`src/logic/pcore_pkg.sv`:
```
// Fixed q = 8380417 with 24-bit lanes; host addresses count coefficients, not bytes
package pcore_pkg;

    // ==================================================
    // Sizes and modulus
    // ==================================================
    localparam int COEF_W     = 24;  // One coefficient lane
    localparam int LANES      = 4;   // Coefficients per memory word
    localparam int MEM_DEPTH  = 64;  // Words per bank
    localparam int MEM_ADDR_W = 6;
    localparam int BUS_ADDR_W = 12;
    localparam int BUS_DATA_W = 64;

    localparam logic [COEF_W-1:0] Q = 24'd8380417;

    // Address map, in coefficients
    localparam logic [BUS_ADDR_W-1:0] A_BASE      = 12'd0;
    localparam logic [BUS_ADDR_W-1:0] B_BASE      = 12'd256;
    localparam logic [BUS_ADDR_W-1:0] C_BASE      = 12'd512;
    localparam logic [BUS_ADDR_W-1:0] CTRL_ADDR   = 12'd768;
    localparam logic [BUS_ADDR_W-1:0] ENABLE_ADDR = 12'd769;  // Bit 0 start, 1 busy, 2 done

    // Bank select
    typedef logic [1:0] bank_t;
    localparam bank_t BANK_A = 2'd0;
    localparam bank_t BANK_B = 2'd1;
    localparam bank_t BANK_C = 2'd2;

    // Operation codes, 3..7 reserved
    typedef logic [2:0] mode_t;
    localparam mode_t MODE_ADD = 3'd0;
    localparam mode_t MODE_SUB = 3'd1;
    localparam mode_t MODE_MUL = 3'd2;

    // ==================================================
    // Control register views
    // ==================================================
    typedef struct packed {
        logic [59:0] pad;         // Reads back as written
        logic        accumulate;  // Bit 3
        mode_t       mode;        // Bits 2:0
    } ctrl_fields_t;

    typedef union packed {
        logic [BUS_DATA_W-1:0] raw;  // Host view
        ctrl_fields_t          f;    // Decoded view
    } ctrl_reg_u;

endpackage
```
`src/logic/bus_mem_if.sv`:
```
// Bus side of the coefficient memory; rdata arrives one cycle after a read enable
`timescale 1ns/1ps

interface bus_mem_if;
    logic                                         en;
    logic                                         we;
    pcore_pkg::bank_t                             bank;
    logic [pcore_pkg::MEM_ADDR_W-1:0]             addr;
    logic [pcore_pkg::LANES-1:0]                  lane_we;  // One-hot on writes
    logic [pcore_pkg::COEF_W*pcore_pkg::LANES-1:0] wdata;    // Coefficient on every lane
    logic [pcore_pkg::COEF_W*pcore_pkg::LANES-1:0] rdata;    // Whole word

    modport requester (
        output en, we, bank, addr, lane_we, wdata,
        input  rdata
    );

    modport memory (
        input  en, we, bank, addr, lane_we, wdata,
        output rdata
    );
endinterface

```
`src/logic/pcore_bus_adapter.sv`:
```
// Host must hold a stalled request stable; bank accesses stall for a whole engine run
`timescale 1ns/1ps

module pcore_bus_adapter (
    input  logic                             clk,
    input  logic                             reset_i,
    input  logic                             dv_i,
    input  logic                             write_i,
    input  logic [pcore_pkg::BUS_ADDR_W-1:0] addr_i,
    input  logic [pcore_pkg::BUS_DATA_W-1:0] wdata_i,
    output logic [pcore_pkg::BUS_DATA_W-1:0] rdata_o,
    output logic                             hold_o,
    output logic                             err_o,
    bus_mem_if.requester                     mem_o,
    output logic                             start_o,
    output pcore_pkg::mode_t                 mode_o,
    output logic                             accumulate_o,
    input  logic                             busy_i,
    input  logic                             done_i
);

    logic                             is_bank, is_ctrl, is_enable;
    logic                             accept;
    logic                             mode_ok;
    logic [pcore_pkg::BUS_ADDR_W-1:0] offset;  // Coefficient index within the bank
    pcore_pkg::ctrl_reg_u             ctrl_q;
    pcore_pkg::ctrl_reg_u             ctrl_wr;  // Incoming write decoded
    logic                             done_q;   // Sticky done
    logic                             rd_mem_q;  // Next rdata comes from memory
    logic [1:0]                       lane_q;
    logic [pcore_pkg::BUS_DATA_W-1:0] reg_rdata_q;

    // ==================================================
    // Address decode
    // ==================================================
    always_comb begin
        is_bank   = addr_i < pcore_pkg::CTRL_ADDR;
        is_ctrl   = addr_i == pcore_pkg::CTRL_ADDR;
        is_enable = addr_i == pcore_pkg::ENABLE_ADDR;
        if (addr_i >= pcore_pkg::C_BASE) begin
            mem_o.bank = pcore_pkg::BANK_C;
            offset     = addr_i - pcore_pkg::C_BASE;
        end else if (addr_i >= pcore_pkg::B_BASE) begin
            mem_o.bank = pcore_pkg::BANK_B;
            offset     = addr_i - pcore_pkg::B_BASE;
        end else begin
            mem_o.bank = pcore_pkg::BANK_A;
            offset     = addr_i - pcore_pkg::A_BASE;
        end
    end

    // Handshake and checks
    always_comb begin
        ctrl_wr.raw = wdata_i;
        mode_ok = ctrl_wr.f.mode inside {pcore_pkg::MODE_ADD, pcore_pkg::MODE_SUB,
                                         pcore_pkg::MODE_MUL};
        hold_o  = dv_i & is_bank & busy_i;  // Engine owns the banks
        accept  = dv_i & ~hold_o;
        err_o   = accept & (~(is_bank | is_ctrl | is_enable)
                            | (write_i & is_ctrl & ~mode_ok));
        start_o = accept & write_i & is_enable & wdata_i[0] & ~busy_i;  // Ignored while busy
    end

    // Memory request with word = offset / 4 and lane = offset mod 4
    assign mem_o.en      = accept & is_bank;
    assign mem_o.we      = write_i;
    assign mem_o.addr    = offset[7:2];
    assign mem_o.lane_we = {pcore_pkg::LANES{write_i}} & (4'b0001 << offset[1:0]);
    assign mem_o.wdata   = {pcore_pkg::LANES{wdata_i[pcore_pkg::COEF_W-1:0]}};

    // Engine sees the struct view
    assign mode_o       = ctrl_q.f.mode;
    assign accumulate_o = ctrl_q.f.accumulate;

    // ==================================================
    // Registers
    // ==================================================
    always_ff @(posedge clk) begin
        if (reset_i) begin
            ctrl_q.raw <= '0;  // Add without accumulate
            done_q     <= 1'b0;
            rd_mem_q   <= 1'b0;
        end else begin
            if (accept && write_i && is_ctrl && mode_ok)
                ctrl_q.raw <= wdata_i;  // Reserved modes never land
            if (start_o)
                done_q <= 1'b0;
            else if (done_i)
                done_q <= 1'b1;
            if (accept && !write_i)
                rd_mem_q <= is_bank;
        end
    end

    // Read source and lane capture
    always_ff @(posedge clk) begin
        if (accept && !write_i) begin
            lane_q <= offset[1:0];
            if (is_ctrl)
                reg_rdata_q <= ctrl_q.raw;
            else if (is_enable)
                reg_rdata_q <= {61'd0, done_q, busy_i, 1'b0};  // Status bits
            else
                reg_rdata_q <= '0;  // Unmapped or bank
        end
    end

    assign rdata_o = rd_mem_q ?
        {{(pcore_pkg::BUS_DATA_W - pcore_pkg::COEF_W){1'b0}},
         mem_o.rdata[lane_q*pcore_pkg::COEF_W +: pcore_pkg::COEF_W]} :
        reg_rdata_q;

endmodule

```
`src/flat_wrapper.sv`:
```
// flat-port wrapper written by rule: the top's interface ports become plain ports
module pcore_bus_adapter_flat 
  (clk, reset_i, dv_i, write_i, addr_i, wdata_i, rdata_o, hold_o, err_o, start_o, mode_o, accumulate_o, busy_i, done_i, mem_o_en, mem_o_we, mem_o_bank, mem_o_addr, mem_o_lane_we, mem_o_wdata, mem_o_rdata);
  bus_mem_if mem_o_i ();
  input  logic clk;
  input  logic reset_i;
  input  logic dv_i;
  input  logic write_i;
  input  logic [pcore_pkg::BUS_ADDR_W-1:0] addr_i;
  input  logic [pcore_pkg::BUS_DATA_W-1:0] wdata_i;
  output logic [pcore_pkg::BUS_DATA_W-1:0] rdata_o;
  output logic hold_o;
  output logic err_o;
  output logic start_o;
  output pcore_pkg::mode_t mode_o;
  output logic accumulate_o;
  input  logic busy_i;
  input  logic done_i;
  output wire logic [$bits(mem_o_i.en)-1:0] mem_o_en;
  output wire logic [$bits(mem_o_i.we)-1:0] mem_o_we;
  output wire logic [$bits(mem_o_i.bank)-1:0] mem_o_bank;
  output wire logic [$bits(mem_o_i.addr)-1:0] mem_o_addr;
  output wire logic [$bits(mem_o_i.lane_we)-1:0] mem_o_lane_we;
  output wire logic [$bits(mem_o_i.wdata)-1:0] mem_o_wdata;
  input wire logic [$bits(mem_o_i.rdata)-1:0] mem_o_rdata;
  assign mem_o_en = mem_o_i.en;
  assign mem_o_we = mem_o_i.we;
  assign mem_o_bank = mem_o_i.bank;
  assign mem_o_addr = mem_o_i.addr;
  assign mem_o_lane_we = mem_o_i.lane_we;
  assign mem_o_wdata = mem_o_i.wdata;
  assign mem_o_i.rdata = mem_o_rdata;
  pcore_bus_adapter u_core (.clk(clk), .reset_i(reset_i), .dv_i(dv_i), .write_i(write_i), .addr_i(addr_i), .wdata_i(wdata_i), .rdata_o(rdata_o), .hold_o(hold_o), .err_o(err_o), .mem_o(mem_o_i), .start_o(start_o), .mode_o(mode_o), .accumulate_o(accumulate_o), .busy_i(busy_i), .done_i(done_i));
endmodule
```
`config.mk`:
```
export PLATFORM = sky130hd
export DESIGN_NAME = pcore_bus_adapter_flat
export DESIGN_NICKNAME = d
export VERILOG_FILES = /design/src/logic/pcore_pkg.sv /design/src/logic/bus_mem_if.sv /design/src/logic/pcore_bus_adapter.sv /design/src/flat_wrapper.sv
export SDC_FILE = /design/constraint.sdc
export NUM_CORES = 1
export LEC_CHECK = 0
export BUFFER_PORTS_ARGS = -buffer_cell sky130_fd_sc_hd__buf_4
export CAP_MARGIN = 20
export CORE_ASPECT_RATIO = 0.7
export CORE_MARGIN = 3
export CORE_UTILIZATION = 47
export DETAILED_ROUTE_END_ITERATION = 10
export PLACE_DENSITY_LB_ADDON = 0.2
export SYNTH_ARGS = -nofsm -noshare
export SYNTH_HDL_FRONTEND = slang
export SYNTH_SLANG_ARGS = --single-unit
export TNS_END_PERCENT = 50
```
`constraint.sdc`:
```
create_clock -name clk -period 5.39 [get_ports clk]
set_input_delay 1.078 -clock clk [delete_from_list [all_inputs] [get_ports clk]]
set_output_delay 1.078 -clock clk [all_outputs]
set_load 0.1 [all_outputs]
```
==> metrics.cfg <==
[outcome]
outcome = complete, no violations

[critical_path]
r2r.worst_path.cells = 2
start_kind = input pin
arrival_ns = 2.60
cpPeakStageDelay_ns = 0.83
r2r_slack_ns = 4.19
critPathBufInv = 2
crit_type = in -> out
worstPathRequired_ns = 4.31
crit_family = compound AO/OA/AOI/OAI gates
cp_cell_sequence = buf_4 > a211oi_1 > and3b_1 > buf_4
critPathMaxFanout = 5
timing.rr.end = u_core.rd_mem_q
worstReg2RegStart = u_core.rd_mem_q
worst_path_most_repeated_cell = buf_4
cp_slowest_cell = a211oi_1
end_kind = output pin

[power_and_ir_drop]
p_total_mw = 3.14
vdd_drop_max_uv = 195
p_leak_nw = 4.20
p_per_area_mw_per_mm2 = 312

[sta]
drv_slew = 0
slew_headroom = 0.331
post-route-period-util = 0.682
clock_skew_ns = 0.00788
hold_viol_final = 0
finalCriticalPeriod_ns = 3.68
report.final.setup_viol = 0
fmax_ghz = 0.272
finalSetupTns_ns = 0
fin_ws_ns = 1.71
worst_slew_pin_slew_ns = 0.998
rsz0062_at_grt = false

[layout]
mostFrequentLayoutCells = buf_4, nand2b_1, edfxtp_1
fin_cells = 1101
final_common_cell = buf_4
final_nets = 1071
antenna_cells = 0
nFillCells = 1168
drive_gt1_frac = 0.498
areaGrowthSynthToFinish_pct = 34.5

[route]
via_per_inst = 4.91
dr_total_vias = 5401
drt_wl_total_um = 20300
dr.pass1.iters = 4
route.detailed.drc = 0
drt_first_iter_violations = 305
ant_nets = 0
detail_route.wl_per_cell_um = 18.4

[grt]
first_global_vias = 5638
grt_usage = 0.227
overflow = 0
grt_start_max_net_pins = 130
grt_pass1_wl_um = 30700
antenna_found_initial = 0

[floorplan]
core_area_mm2 = 0.0151
num_rows = 37
io_pins = 359
die_area_mm2 = 0.0175
start_util = 0.494
dieHeight_um = 112
die_w_um = 157

[cts]
cts-resized-gates = 0
postCtsSetupRepairBufs = 0
numCtsBuffers = 17
cts_tree = built
hold_buffers = 0
clk_root_buffer_cell = clkbuf_16
cts_sinks = 132
cts_htree_levels = 4
clk_pin_slew_ns = 0.05
clk_path_buf_depth = 2
insertion_delay_ns = 0.40

[synth]
synth_cell_types = 32
synth-compound-area-share = 0.00318
synth_top_family_by_area = simple AND/OR/NAND/NOR gates
avgSynthCellArea_um2 = 11.4
syn-cell-area_mm2 = 0.00748
synth-simple-area-share = 0.218
synth_adder_area_share = 0
synthMuxAreaShare = 0.195
syn_inst = 654
ys_ff_latch = 132
seq_area_frac_synth = 0.442
synthXorXnorAreaFrac = 0
yosys_warnings = 0
synth_nets = 832

[placement]
dp_hpwl_um = 15400
port-buffer-count = 358
pre_cts_ws_ns = 1.76
place.gp.congestion = 0.913
dp_cells = 1068

[worst_hold_path]
min_path_type = reg -> reg
min_to = u_core.ctrl_q[4]
whs_path_depth = 2
hold_path.startpoint = u_core.ctrl_q[4]

[run]
drv_cap = 0

## worst max path at each step
| stage | cells past startpoint | slack (ns) | start | end |
|---|---|---|---|---|
| floorplan | 2 | 0.42 | write_i | u_core.lane_q[0] |
| global placement | 4 | 1.86 | addr_i[8] | hold_o |
| detailed placement | 4 | 1.76 | addr_i[8] | mem_o_en |
| CTS | 4 | 1.75 | addr_i[8] | mem_o_en |
| global route | 4 | 1.67 | addr_i[8] | mem_o_en |
| finish | 4 | 1.71 | addr_i[8] | mem_o_en |
## layer usage
layer | vias to the layer above | track usage | wire [µm]
met3 | 49 | 0.0482 | 1340
met4 | 0 | 0.0974 | 648
met2 | 249 | 0.381 | 10000
met5 | - | 0 | 0
li1 | 2566 | - | -
met1 | 2537 | 0.283 | 8220
## area by class of cell
type                            instances  area, µm²  share of cell area
Clock inverter                         12        128              0.0127
Inverter                                2       7.51            0.000746
Timing Repair Buffer                  365       2770               0.276
Sequential cell                       132       3300               0.329
Clock buffer                           20        468              0.0465
Multi-Input combinational cell        375       3130               0.312
Tap cell                              195        244              0.0243
## kinds of logic after synthesis
logic type | after synthesis
AO/OA/AOI/OAI | 4
buffers and inverters | 147
flip-flops | 132
multiplexers | 113
AND/OR/NAND/NOR | 258
## Yosys cell counts
cell type    n  share of area
and3b_1      1         0.0012
mux2_2      24          0.036
nor3_1       3         0.0020
clkbuf_1    22          0.011
nand2_1      1        0.00050
nand3_4      1         0.0023
nor3b_1      2         0.0020
nor2_1      12         0.0060
a211oi_1     1         0.0010
dfxtp_1     66           0.18
nor2_8       1         0.0027
mux4_2      24          0.072
clkbuf_2     6         0.0040
buf_4      106           0.11
mux2i_1     65          0.087
or3_1        1        0.00084
nor4_4       1         0.0028
buf_2        3         0.0020
nand3b_1     1         0.0010
a21oi_1      2         0.0013
buf_12       6          0.016
nor2b_1     40          0.033
buf_1        2         0.0010
nand2b_1   128           0.11
inv_1        2         0.0010
edfxtp_1    66           0.26
and3_1       1        0.00084
and2_1      62          0.052
o22ai_1      1        0.00084
and4bb_2     1         0.0017
nand4b_1     1         0.0012
nor2_2       1        0.00084
## through the flow
stage                     hold WS (ns)  utilization  area, µm²
after floorplan                  0.444            -       7480
after global placement           0.453        0.622       9420
after detailed placement         0.458        0.623       9440
after CTS                        0.470        0.663      10000
after global routing             0.489        0.664      10100
final                            0.467        0.664      10100
## worst reg2reg max path, delay by kind of cell (launching register included)
family / cells / cell delay (ns)
flip-flops: 1 / 0.83
AO/OA/AOI/OAI: 1 / 0.17
AND/OR/NAND/NOR: 1 / 0.13
## report_power, final
part	total, mW	internal (mW)	switching (mW)
combinational	0.909	0.247	0.662
sequential	1.08	1.07	0.00990
clock	1.15	0.720	0.425
## registers in the layout, summed over array words and instances (netlist names)
name / flops
u_core.done_q: 1
u_core.rd_mem_q: 1
u_core.reg_rdata_q: 64
u_core.lane_q: 2
u_core.ctrl_q: 64
Power figures use the tool's default switching activity.
